File: src/permPipe_params.svh
`ifndef PERM_PIPE_PARAMS_SVH
`define PERM_PIPE_PARAMS_SVH

// Origin queue holds 32 tags
`define PERM_ORIGIN_DEPTH_LOG2 5

// Result buffer holds 8 words
`define PERM_RESULT_DEPTH_LOG2 3

`define PERM_PIPE_LATENCY 3

// Room for every bot still in the pipeline plus the one being accepted
`define PERM_RESULT_MARGIN (`PERM_PIPE_LATENCY + 1)

`define PERM_RESET_CYCLES 4

`endif

File: src/permPkg.sv
package permPkg;

    // One 128-entry truth table, used for both top and bot
    typedef logic [127:0] bitset_t;

    // Output word, shared by bot results and profiling words
    typedef struct packed {
        logic [2:0]  reserved;  // Always zero
        logic [12:0] count;     // Number of qualifying permutations
        logic [47:0] sum;       // Sum of missing top bits over those permutations
    } result_t;

    // Where a queued result comes from
    typedef enum logic {
        ORIGIN_TOP = 1'b0,  // Profiling word
        ORIGIN_BOT = 1'b1   // Compute pipeline result
    } origin_t;

    // Number of rotated views checked per bot
    localparam int NUM_PERMS = 4;
    localparam int PERM_STEP = 32;  // Rotation step in bits

endpackage

File: src/permutationAccelerator.sv
`timescale 1ns/1ns

module permutationAccelerator (
    input  logic             clk,
    input  logic             resetn,
    input  logic             ivalid,
    input  logic             startNewTop,
    input  logic             iready,
    input  logic [63:0]      botLower,
    input  logic [63:0]      botUpper,
    output logic             oready,
    output logic             ovalid,
    output permPkg::result_t resultOut
);

    import permPkg::*;

    bitset_t storedWord;
    logic    botValid;
    logic    topValid;
    logic    rst;
    logic    initDone;
    logic    collectorReady;

    // One-deep input register, refilled whenever the kernel can take a word
    always_ff @(posedge clk) begin
        if (!resetn) begin
            botValid <= 1'b0;
            topValid <= 1'b0;
        end else if (oready) begin
            botValid <= ivalid && !startNewTop;
            topValid <= ivalid && startNewTop;
        end
    end

    always_ff @(posedge clk) begin
        if (oready) storedWord <= {botUpper, botLower};
    end

    resetNormalizer rstNorm (
        .clk     (clk),
        .resetn  (resetn),
        .rst     (rst),
        .initDone(initDone)
    );

    // Empty register can always accept, even before the queues are up
    assign oready = (collectorReady && initDone) || (!botValid && !topValid && !rst);

    resultCollector collector (
        .clk          (clk),
        .rst          (rst),
        .writeBot     (botValid && oready),
        .writeTop     (topValid && oready),
        .iready       (iready),
        .word         (storedWord),
        .readyForInput(collectorReady),
        .ovalid       (ovalid),
        .resultOut    (resultOut)
    );

endmodule

File: src/permutationPipeline.sv
`timescale 1ns/1ns
`include "permPipe_params.svh"

module permutationPipeline (
    input  logic             clk,
    input  logic             rst,
    input  logic             writeBot,
    input  logic             grabResult,
    input  permPkg::bitset_t top,
    input  permPkg::bitset_t bot,
    output logic             readyForInput,
    output logic             resultValid,
    output permPkg::result_t resultOut,
    output logic [1:0]       activity
);

    import permPkg::*;

    function automatic bitset_t rotateLeft(input bitset_t value, input int lane);
        int shift;
        shift = lane * PERM_STEP;
        return (value << shift) | (value >> (128 - shift));
    endfunction

    function automatic logic [7:0] popCount(input bitset_t value);
        logic [7:0] total;
        total = '0;
        for (int i = 0; i < 128; i++) begin
            total = total + 8'(value[i]);
        end
        return total;
    endfunction

    logic                   s1Valid, s2Valid, s3Valid;
    bitset_t                s1Rot [NUM_PERMS];
    logic [NUM_PERMS-1:0]   s1Subset;
    logic [7:0]             s2Missing [NUM_PERMS];
    logic [2:0]             s2Count;
    result_t                s3Result;
    logic                   bufferAlmostFull;
    logic                   bufferEmpty;

    always_ff @(posedge clk) begin
        if (rst) begin
            s1Valid <= 1'b0;
            s2Valid <= 1'b0;
            s3Valid <= 1'b0;
        end else begin
            s1Valid <= writeBot;
            s2Valid <= s1Valid;
            s3Valid <= s2Valid;
        end
    end

    always_ff @(posedge clk) begin
        for (int k = 0; k < NUM_PERMS; k++) begin
            if (writeBot) begin
                s1Rot[k]    <= rotateLeft(bot, k);
                s1Subset[k] <= ((rotateLeft(bot, k) & ~top) == '0);  // Every bot bit also in top
            end
            if (s1Valid) begin
                s2Missing[k] <= s1Subset[k] ? popCount(top & ~s1Rot[k]) : 8'd0;
            end
        end
        if (s1Valid) s2Count <= 3'($countones(s1Subset));
        if (s2Valid) begin
            s3Result.reserved <= '0;
            s3Result.count    <= 13'(s2Count);
            s3Result.sum      <= 48'(s2Missing[0]) + 48'(s2Missing[1])
                               + 48'(s2Missing[2]) + 48'(s2Missing[3]);
        end
    end

    syncFifo #(
        .dataType        (result_t),
        .depthLog2       (`PERM_RESULT_DEPTH_LOG2),
        .almostFullMargin(`PERM_RESULT_MARGIN)
    ) resultBuffer (
        .clk        (clk),
        .rst        (rst),
        .writeEnable(s3Valid),  // Lands 3 cycles after writeBot
        .dataIn     (s3Result),
        .almostFull (bufferAlmostFull),
        .readEnable (grabResult),
        .dataOut    (resultOut),
        .empty      (bufferEmpty)
    );

    assign readyForInput = !bufferAlmostFull;
    assign resultValid   = !bufferEmpty;
    assign activity      = {1'b0, s1Valid} + {1'b0, s2Valid} + {1'b0, s3Valid};

endmodule

File: src/resetNormalizer.sv
`timescale 1ns/1ns
`include "permPipe_params.svh"

module resetNormalizer (
    input  logic clk,
    input  logic resetn,
    output logic rst,
    output logic initDone
);

    localparam int COUNT_WIDTH = $clog2(`PERM_RESET_CYCLES + 1);

    logic [COUNT_WIDTH-1:0] holdCount;

    always_ff @(posedge clk) begin
        if (!resetn) begin
            holdCount <= COUNT_WIDTH'(`PERM_RESET_CYCLES);
            rst       <= 1'b1;
            initDone  <= 1'b0;
        end else begin
            if (holdCount != '0) begin
                holdCount <= holdCount - 1'b1;
            end
            rst      <= (holdCount != '0);  // Held until the counter runs out
            initDone <= !rst;               // One cycle behind the falling rst
        end
    end

endmodule

File: src/resultCollector.sv
`timescale 1ns/1ns
`include "permPipe_params.svh"

module resultCollector (
    input  logic             clk,
    input  logic             rst,
    input  logic             writeBot,
    input  logic             writeTop,
    input  logic             iready,
    input  permPkg::bitset_t word,
    output logic             readyForInput,
    output logic             ovalid,
    output permPkg::result_t resultOut
);

    import permPkg::*;

    // Covers the word already sitting in the input register
    localparam int ORIGIN_MARGIN = 2;

    origin_t     headOrigin;
    logic        originEmpty;
    logic        originAlmostFull;
    logic        grabbing;
    logic        grabResult;
    logic        clearProfile;
    bitset_t     top;
    logic        stallInput;
    logic        pipeReady;
    logic        pipeValid;
    result_t     pipeResult;
    logic [1:0]  activity;
    logic [30:0] cycleCount;
    logic [29:0] activityCount;

    syncFifo #(
        .dataType        (origin_t),
        .depthLog2       (`PERM_ORIGIN_DEPTH_LOG2),
        .almostFullMargin(ORIGIN_MARGIN)
    ) originQueue (
        .clk        (clk),
        .rst        (rst),
        .writeEnable(writeTop || writeBot),
        .dataIn     (writeTop ? ORIGIN_TOP : ORIGIN_BOT),
        .almostFull (originAlmostFull),
        .readEnable (grabbing),
        .dataOut    (headOrigin),
        .empty      (originEmpty)
    );

    // Profiling words are always ready and bot words wait for the pipeline
    assign ovalid       = !originEmpty && (headOrigin == ORIGIN_TOP || pipeValid);
    assign grabbing     = ovalid && iready;
    assign grabResult   = grabbing && headOrigin == ORIGIN_BOT;
    assign clearProfile = grabbing && headOrigin == ORIGIN_TOP;

    always_ff @(posedge clk) begin
        if (rst) begin
            cycleCount    <= '0;
            activityCount <= '0;
        end else if (clearProfile) begin
            cycleCount    <= 31'd1;  // Read cycle opens the next period
            activityCount <= 30'(activity);
        end else begin
            cycleCount    <= cycleCount + 1'b1;
            activityCount <= activityCount + 30'(activity);
        end
    end

    assign resultOut = (headOrigin == ORIGIN_TOP) ? result_t'({3'b000, activityCount, cycleCount})
                                                  : pipeResult;

    assign readyForInput = pipeReady && !originAlmostFull && !stallInput;

    topManager topMngr (
        .clk       (clk),
        .rst       (rst),
        .topValid  (writeTop),
        .botWrite  (writeBot),
        .botDrained(grabResult),
        .topIn     (word),
        .topOut    (top),
        .stallInput(stallInput)
    );

    permutationPipeline permPipe (
        .clk          (clk),
        .rst          (rst),
        .writeBot     (writeBot),
        .grabResult   (grabResult),
        .top          (top),
        .bot          (word),
        .readyForInput(pipeReady),
        .resultValid  (pipeValid),
        .resultOut    (pipeResult),
        .activity     (activity)
    );

endmodule

File: src/syncFifo.sv
`timescale 1ns/1ns

module syncFifo #(
    parameter type dataType         = logic [7:0],
    parameter int  depthLog2        = 4,
    parameter int  almostFullMargin = 1
) (
    input  logic    clk,
    input  logic    rst,
    input  logic    writeEnable,
    input  dataType dataIn,
    output logic    almostFull,
    input  logic    readEnable,
    output dataType dataOut,
    output logic    empty
);

    localparam int DEPTH = 1 << depthLog2;

    dataType              storage [DEPTH];
    logic [depthLog2-1:0] writePtr;
    logic [depthLog2-1:0] readPtr;
    logic [depthLog2:0]   fillCount;
    logic [depthLog2:0]   freeSlots;
    logic                 doWrite;
    logic                 doRead;

    assign doWrite = writeEnable && (fillCount != (depthLog2 + 1)'(DEPTH));  // Drop writes when full
    assign doRead  = readEnable && (fillCount != '0);

    always_ff @(posedge clk) begin
        if (doWrite) begin
            storage[writePtr] <= dataIn;
        end
    end

    always_ff @(posedge clk) begin
        if (rst) begin
            writePtr  <= '0;
            readPtr   <= '0;
            fillCount <= '0;
        end else begin
            if (doWrite) writePtr <= writePtr + 1'b1;
            if (doRead) readPtr <= readPtr + 1'b1;
            fillCount <= fillCount + (depthLog2 + 1)'(doWrite) - (depthLog2 + 1)'(doRead);
        end
    end

    // Show-ahead head entry
    assign dataOut    = storage[readPtr];
    assign empty      = (fillCount == '0);
    assign freeSlots  = (depthLog2 + 1)'(DEPTH) - fillCount;
    assign almostFull = (freeSlots <= (depthLog2 + 1)'(almostFullMargin));

endmodule

File: src/topManager.sv
`timescale 1ns/1ns
`include "permPipe_params.svh"

module topManager (
    input  logic             clk,
    input  logic             rst,
    input  logic             topValid,
    input  logic             botWrite,
    input  logic             botDrained,
    input  permPkg::bitset_t topIn,
    output permPkg::bitset_t topOut,
    output logic             stallInput
);

    import permPkg::*;

    // Bots in flight are bounded by the origin queue depth
    logic [`PERM_ORIGIN_DEPTH_LOG2:0] botsInFlight;
    logic                             topPending;
    bitset_t                          pendingTop;

    always_ff @(posedge clk) begin
        if (rst) begin
            botsInFlight <= '0;
            topPending   <= 1'b0;
        end else begin
            botsInFlight <= botsInFlight + (`PERM_ORIGIN_DEPTH_LOG2 + 1)'(botWrite)
                                         - (`PERM_ORIGIN_DEPTH_LOG2 + 1)'(botDrained);
            if (topValid) begin
                topPending <= 1'b1;
            end else if (topPending && botsInFlight == '0) begin
                topPending <= 1'b0;  // Swap done
            end
        end
    end

    always_ff @(posedge clk) begin
        if (topValid) pendingTop <= topIn;                         // Park the new top
        if (topPending && !topValid && botsInFlight == '0) begin
            topOut <= pendingTop;  // Old bots all gone
        end
    end

    assign stallInput = topPending;

endmodule
File: config.mk
export PLATFORM = sky130hd
export DESIGN_NAME = permutationAccelerator
export DESIGN_NICKNAME = d
export VERILOG_FILES = /design/src/permPkg.sv /design/src/permutationAccelerator.sv /design/src/permutationPipeline.sv /design/src/resetNormalizer.sv /design/src/resultCollector.sv /design/src/syncFifo.sv /design/src/topManager.sv
export VERILOG_INCLUDE_DIRS = /design/src
export SDC_FILE = /design/constraint.sdc
export NUM_CORES = 2
export LEC_CHECK = 0
export BUFFER_PORTS_ARGS = -buffer_cell sky130_fd_sc_hd__buf_4
export CAP_MARGIN = 0
export CORE_UTILIZATION = 58
export DETAILED_ROUTE_END_ITERATION = 8
export PLACE_DENSITY = 0.78
export SLEW_MARGIN = 20
export SYNTH_ARGS = -nofsm -noshare
export SYNTH_HDL_FRONTEND = slang
export SYNTH_HIERARCHICAL = 1
export SYNTH_SLANG_ARGS = --single-unit
File: constraint.sdc
create_clock -name clk -period 12 [get_ports clk]
set_input_delay 1.8 -clock clk [delete_from_list [all_inputs] [get_ports clk]]
set_output_delay 1.8 -clock clk [all_outputs]
set_load 0.005 [all_outputs]
Word-level counts from Yosys, hierarchy flattened
Memories as Yosys holds them, arrays and structs flattened. A register that Yosys moved wholly into a read port is not among the register bits.
Cells that the tools add are included.
{"block": "word_totals", "reg_bits": 546, "ramBits": 984, "inputBits": 133, "word_cells": 650, "mem_count": 4}
{"name": "collector.permPipe.s1Rot", "depth": 4, "width": 128, "rd": 4, "rd_ports_with_merged_regs": 0, "write_ports": 4, "line_no": "permutationPipeline.sv:35", "text": "bitset_t s1Rot [NUM_PERMS];"}
{"name": "collector.permPipe.resultBuffer.storage", "depth": 8, "width": 51, "rd": 1, "rd_ports_with_merged_regs": 1, "write_ports": 1, "line_no": "syncFifo.sv:20", "text": "dataType storage [DEPTH];"}
{"name": "collector.originQueue.storage", "depth": 32, "width": 1, "rd": 1, "rd_ports_with_merged_regs": 1, "write_ports": 1, "line_no": "syncFifo.sv:20"}
{"name": "collector.permPipe.s2Missing", "depth": 4, "width": 8, "rd": 4, "rd_ports_with_merged_regs": 0, "write_ports": 4, "line_no": "permutationPipeline.sv:37", "text": "logic [7:0] s2Missing [NUM_PERMS];"}
{"block": "op_classes", "n_addsub": 531, "n_lt_le_gt_ge": 2, "eq_ne": 2, "mux": 22, "n_bitwise": 17, "reduce_logical": 45}
{"operator": "8-bit by 1-bit adder with 8-bit output", "count": 480}
{"operator": "128-bit bitwise AND", "count": 8}
{"operator": "128-bit inverter", "count": 5}
{"operator": "128-bit logical NOT", "count": 4}
{"operator": "128-bit by 32-bit OR with 128-bit output", "count": 1}
{"operator": "128-bit by 64-bit OR with 128-bit output", "count": 1}
{"operator": "128-bit by 96-bit OR with 128-bit output", "count": 1}
{"operator": "64-bit 2-to-1 mux", "count": 1}
{"operator": "7-bit by 1-bit adder with 8-bit output", "count": 4}
{"operator": "8-bit 2-to-1 mux", "count": 4}
{"operator": "31-bit by 1-bit adder with 31-bit output (second input constant)", "count": 1}
{"operator": "30-bit by 2-bit adder with 30-bit output", "count": 1}
{"operator": "6-bit by 1-bit adder with 7-bit output", "count": 4}
{"operator": "5-bit by 1-bit adder with 6-bit output", "count": 4}
{"operator": "4-bit by 1-bit adder with 5-bit output", "count": 4}
{"operator": "1-bit logical AND", "count": 20}
{"operator": "3-bit by 1-bit adder with 4-bit output", "count": 4}
{"operator": "1-bit by 1-bit adder with 2-bit output", "count": 7}
{"operator": "2-bit by 1-bit adder with 3-bit output", "count": 4}
{"operator": "6-bit by 1-bit adder with 6-bit output", "count": 2}
{"operator": "6-bit logical NOT", "count": 2}
{"operator": "1-bit 2-to-1 mux", "count": 12}
{"operator": "6-bit by 1-bit subtractor with 6-bit output", "count": 2}
{"operator": "10-bit by 8-bit adder with 11-bit output", "count": 1}
{"operator": "other kinds (27)", "count": 42}

Longest topological paths before layout
An unclocked memory read counts as a cell.
{"block": "logic_depth", "word_depth": 131, "mapped_depth": 26}

By module
Netlist, hierarchy kept.
{"mod": "permutationPipeline", "n_inst": 1, "cells_per_inst": 2386, "area_each_um2": 25171.6, "seq_area_each_um2": 5465.2}
{"mod": "syncFifo at collector.permPipe.resultBuffer", "n_inst": 1, "cells_per_inst": 823, "area_each_um2": 19962.9, "seq_area_each_um2": 15635.0}
{"mod": "topManager", "n_inst": 1, "cells_per_inst": 310, "area_each_um2": 8196.6, "seq_area_each_um2": 7827.5}
{"mod": "permutationAccelerator", "n_inst": 1, "cells_per_inst": 143, "area_each_um2": 3968.8, "seq_area_each_um2": 3883.7}
{"mod": "resultCollector", "n_inst": 1, "cells_per_inst": 382, "area_each_um2": 3493.4, "seq_area_each_um2": 1221.2}
{"mod": "syncFifo at collector.originQueue", "n_inst": 1, "cells_per_inst": 232, "area_each_um2": 2600.0, "seq_area_each_um2": 1381.3}
{"mod": "resetNormalizer", "n_inst": 1, "cells_per_inst": 21, "area_each_um2": 212.7, "seq_area_each_um2": 100.1}

Worst setup path after synthesis
No wires, ideal clock.
{"block": "synth_timing", "path_kind": "register -> register", "start": "register collector.originQueue.fillCount[1]", "end": "register collector.topMngr.topOut[0] (enable)", "setup_time_ns": 0.798, "arrival_time_ns": 11.946, "required_time_ns": 11.202, "setup_slack_ns": -0.744, "stages_incl_launch_ff": 10, "n_path_buf": 0, "period_less_slack_ns": 12.744, "cell_sequence": "dfxtp_1 > inv_1 > ha_1 > nor2b_1 > nand2_1 > xnor2_1 > a2111oi_0 > nor3b_1 > and3_2 > nor3b_1"}
{"block": "synth_via", "elab_chain_len": 11}
{"item": "start, declared", "line_no": "syncFifo.sv:23", "text": "logic [depthLog2:0] fillCount;"}
{"item": "start signal, assigned", "line_no": "syncFifo.sv:45", "text": "fillCount <= fillCount + (depthLog2 + 1)'(doWrite) - (depthLog2 + 1)'(doRead);"}
{"item": "6-bit subtractor", "line_no": "syncFifo.sv:52", "text": "assign freeSlots = (depthLog2 + 1)'(DEPTH) - fillCount;"}
{"item": "6-bit by 2-bit less-or-equal comparator with 1-bit output", "line_no": "syncFifo.sv:53", "text": "assign almostFull = (freeSlots <= (depthLog2 + 1)'(almostFullMargin));"}
{"item": "named net collector.originAlmostFull", "line_no": "resultCollector.sv:23", "text": "logic originAlmostFull;"}
{"item": "1-bit logical NOT", "line_no": "resultCollector.sv:73", "text": "assign readyForInput = pipeReady && !originAlmostFull && !stallInput;"}
{"item": "1-bit logical AND (2 in a row)", "line_no": "resultCollector.sv:73"}
{"item": "named net collectorReady", "line_no": "permutationAccelerator.sv:23", "text": "logic collectorReady;"}
{"item": "1-bit logical AND", "line_no": "permutationAccelerator.sv:48", "text": "assign oready = (collectorReady && initDone) || (!botValid && !topValid && !rst);"}
{"item": "1-bit logical OR", "line_no": "permutationAccelerator.sv:48"}
{"item": "1-bit logical AND", "line_no": "permutationAccelerator.sv:54", "text": ".writeTop (topValid && oready),"}
{"item": "1-bit logical NOT", "line_no": "topManager.sv:39", "text": "if (topPending && !topValid && botsInFlight == '0) begin"}
{"item": "1-bit logical AND (2 in a row)", "line_no": "topManager.sv:39"}
{"item": "end signal, assigned", "line_no": "topManager.sv:40", "text": "topOut <= pendingTop;"}
{"item": "end, declared", "line_no": "topManager.sv:11", "text": "output permPkg::bitset_t topOut,"}
The timed path passes the listed nets, and every way through them passes these cells.
A chain may end at the register's enable or synchronous reset.

==> flow_summary_export.csv <==
group,metric,value,unit
setup_path,critPathMaxFanout,8,
status,status,"finished, final reports clean",
floorplan,die_y,333,µm
clock_network,cts_setup_buffers,0,
finish,drive_gt1_frac,0.143,
yosys,yosysTopAreaCellShare,0.523,
timing,maxSlewViolCount,0,
hold_path,holdPathEnd,"collector/topMngr/topOut[28]",
setup_path,cp.required,12470,ps
clock_network,cts_tree,"done",
pwr,vdd_drop_max,0.175,mV
clock_network,clk_pin_slew,60,ps
timing,finalHoldViolCount,0,
floorplan,dieArea,0.111,mm²
yosys,yosysTopAreaCell,"edfxtp_1",
drt,wl_per_cell,31.8,µm
pwr,p_leak,27.6,nW
finish,layout_common_cells,"edfxtp_1 (1,108), inv_1 (570), fa_1 (482)",
timing,relSlewSlack,0.314,
yosys,yosys-top-cells-area,"edfxtp_1 (52%), fa_1 (15%), mux4_2 (4.5%)",
floorplan,rows,121,
grt,grt_pass1_vias,39505,
yosys,synth_edf_count,1108,
clock_network,cts_root_buf,"clkbuf_16",
clock_network,cts_resized,0,
drt,drtPass1Iterations,6,
placed_design,port_buffers,198,
finish,final_nets,5759,
floorplan,io_pins,199,
yosys,postSynthRegisterBits,1220,
clock_network,holdBufCountCts,0,
setup_path,rrSetupSlack,3900,ps
clock_network,clock_sinks,1220,
setup_path,path_cells,"nor2b_1 -> fa_1 -> inv_1 -> fa_1 -> inv_1 -> fa_1 -> fa_1 -> inv_1 -> fa_1 -> fa_1 -> inv_1 -> fa_1 -> inv_1 -> fa_1 -> fa_1 -> fa_1 -> inv_1 -> ha_1 -> fa_1 -> a21o_1 -> a21oi_1 -> nor2_1 -> nand4_1 -> nand4_1",
timing,post-route-period-util,0.675,
yosys,ys_warn_count,6,
drt,avgViaCountPerCell,5.90,
timing,fin_crit,8100,ps
clock_network,htree_levels,3,
hold_path,worst_hold_path.num_cells,0,
timing,setup_violations,0,
grt,grt_max_degree,66,
placed_design,place_area,0.0684,mm²
yosys,synth-async-reset-ratio,0,
setup_path,arrival,8570,ps
finish,area_growth_syn_to_layout,13.8,%
timing,fin_tns_setup,0,ps
setup_path,slowest_delay,620,ps
timing,fmax,123,MHz
yosys,syn_area,0.0636,mm²
timing,finClkSkew,59.9,ps
drt,drc,0,
clock_network,cts_buffer_depth,3,
setup_path,critPathKind,"flip-flop to flip-flop",
setup_path,cpLargestDelayFamily,"adder cells",
yosys,synth_area_per_cell,14.8,µm²
grt,grt_overflow,0,
hold_path,hp-class,"flip-flop to flip-flop",
setup_path,path_common_cell,"fa_1",
placed_design,routabilityCongestion,1.10,
pwr,p_per_area,132,mW/mm²
hold_path,hp-start,"collector/topMngr/pendingTop[28]",
setup_path,rr_startpoint,"collector/topMngr/topOut[107]",
yosys,synth-main-ff-cell,"edfxtp_1",
grt,grt_usage,0.377,
placed_design,dp.final_hpwl,159000,µm
yosys,synthCells,4297,
setup_path,r2r.worst_path.cells,24,
setup_path,end_kind,"flip-flop",
drt,drt-initial-drc-count,4303,
timing,rsz0062_at_grt,"no",
finish,mostFrequentLayoutCell,"edfxtp_1",
floorplan,fp.dieW,333,µm
yosys,synth_cell_types,83,
setup_path,path_buf_inv,6,
setup_path,cp_slowest_cell,"fa_1",
clock_network,cts_buffers,119,
drt,ant_nets,0,
setup_path,regToRegEndpoint,"collector/permPipe/s2Missing[1][6]",
drt,drt-total-wl,207000,µm
floorplan,core-area,0.109,mm²
floorplan,initial_core_util,0.584,
finish,design_area,0.0724,mm²
setup_path,critPathLaunchType,"flip-flop",
yosys,seq_area_frac_synth,0.558,
drt,vias,38403,
grt,antenna_found_initial,9,
grt,grt_pass1_wl,288000,µm
run,drv_cap,0,
clock_network,clkLatencyLatePin,750,ps
timing,tightestPinTransition,1030,ps
## sequential cells by signal, indices dropped and copies added, names as in the netlist, 3 cells and up, named ones only
signal and flops:
collector/permPipe/resultBuffer/storage 512, collector/permPipe/s1Rot 128, collector/topMngr/pendingTop 128, collector/topMngr/topOut 128
storedWord 128, collector/originQueue/storage 32, collector/permPipe/s2Missing 32, collector/cycleCount 31
collector/activityCount 30, collector/permPipe/s3Result 13, collector/originQueue/fillCount 6, collector/topMngr/botsInFlight 6
collector/originQueue/readPtr 5, collector/originQueue/writePtr 5, collector/permPipe/resultBuffer/fillCount 4, collector/permPipe/s1Subset 4
collector/permPipe/resultBuffer/readPtr 3, collector/permPipe/resultBuffer/writePtr 3, collector/permPipe/s2Count 3, rstNorm/holdCount 3
## how the worst max path moves through the flow
stage | slack (ps) | cells after the start | endpoint | startpoint
floorplan | 4330 | 9 | collector/topMngr/topOut[0] | collector/originQueue/fillCount[1]
global placement | 3960 | 24 | collector/permPipe/s2Missing[1][6] | collector/topMngr/topOut[107]
detailed placement | 3900 | 24 | collector/permPipe/s2Missing[1][6] | collector/topMngr/topOut[107]
CTS | 3890 | 24 | collector/permPipe/s2Missing[1][6] | collector/topMngr/topOut[107]
global route | 3690 | 23 | collector/permPipe/s2Missing[0][5] | collector/topMngr/topOut[93]
finish | 3900 | 24 | collector/permPipe/s2Missing[1][6] | collector/topMngr/topOut[107]
## synth_stat cells (37+ instances only)
cell type	count
dfxtp_1	112
edfxtp_1	1108
fa_1	482
ha_1	150
inv_1	570
mux2_2	127
mux4_2	128
nand2_1	53
nand2b_1	358
nand3_1	40
nand4_1	42
nor2_1	210
nor2b_1	236
nor3_1	37
nor4_1	37
o2111ai_1	46
o22ai_1	148
xor2_1	50
## worst reg2reg max path: stages (launching register included)
cell and delay [ps]:
edfxtp_1 540, nor2b_1 230, fa_1 530, inv_1 60
fa_1 620, inv_1 100, fa_1 520, fa_1 590
inv_1 80, fa_1 490, fa_1 550, inv_1 60
fa_1 490, inv_1 50, fa_1 460, fa_1 520
fa_1 550, inv_1 40, ha_1 210, fa_1 420
a21o_1 200, a21oi_1 270, nor2_1 70, nand4_1 100
nand4_1 90
## metrics by stage
| stage | cells | utilization | setup WS, ps | hold slack, ps | power [mW] |
|---|---|---|---|---|---|
| after floorplan | 4704 | - | 4330 | 400 | 5.55 |
| after global placement | 6287 | 0.628 | 3960 | 400 | 5.83 |
| after detailed placement | 6287 | 0.628 | 3900 | 405 | 5.84 |
| after CTS | 6511 | 0.665 | 3890 | 352 | 9.58 |
| after global routing | 6511 | 0.665 | 3690 | 383 | 9.83 |
| final | 6514 | 0.665 | 3900 | 366 | 9.55 |
## power by group
part,internal (mW),leakage (nW),switching [mW]
clock,2.15,1.94,1.61
combinational,0.321,14.7,0.535
sequential,4.75,11.0,0.179
## cell families (layout without fill, tap and decap cells)
group,count (synthesis),count (layout),synth area share
muxes,274,274,0.0722
xor gates and xnor gates,82,82,0.0113
and+or+nand+nor,1133,1133,0.103
adders and majority gates,632,632,0.181
buffers and inverters,634,1027,0.0394
DFF,1220,1220,0.558
AOI/OAI and AO/OA,321,321,0.0346
other,1,411,0.0000590
## routing by layer
layer | vias to the layer above | GRT usage | part of all wire | wire, µm
met1 | 19555 | 0.474 | 0.37 | 76400
met3 | 594 | 0.0715 | 0.083 | 17200
met5 | - | 0 | 0 | 0
li1 | 16196 | - | - | -
met2 | 2058 | 0.610 | 0.47 | 98100
met4 | 0 | 0.229 | 0.073 | 15200
## layout make-up
type	instances	area [µm²]
antenna	3	7.51
fill	7659	36500
multi-input combinational	2850	27200
timing repair buffer	231	1730
inverter	572	2150
tap	1414	1770
clock inverter	57	697
sequential	1220	35500
clock buffer	167	3300
Note: power is estimated with default switching activity, not from simulation.
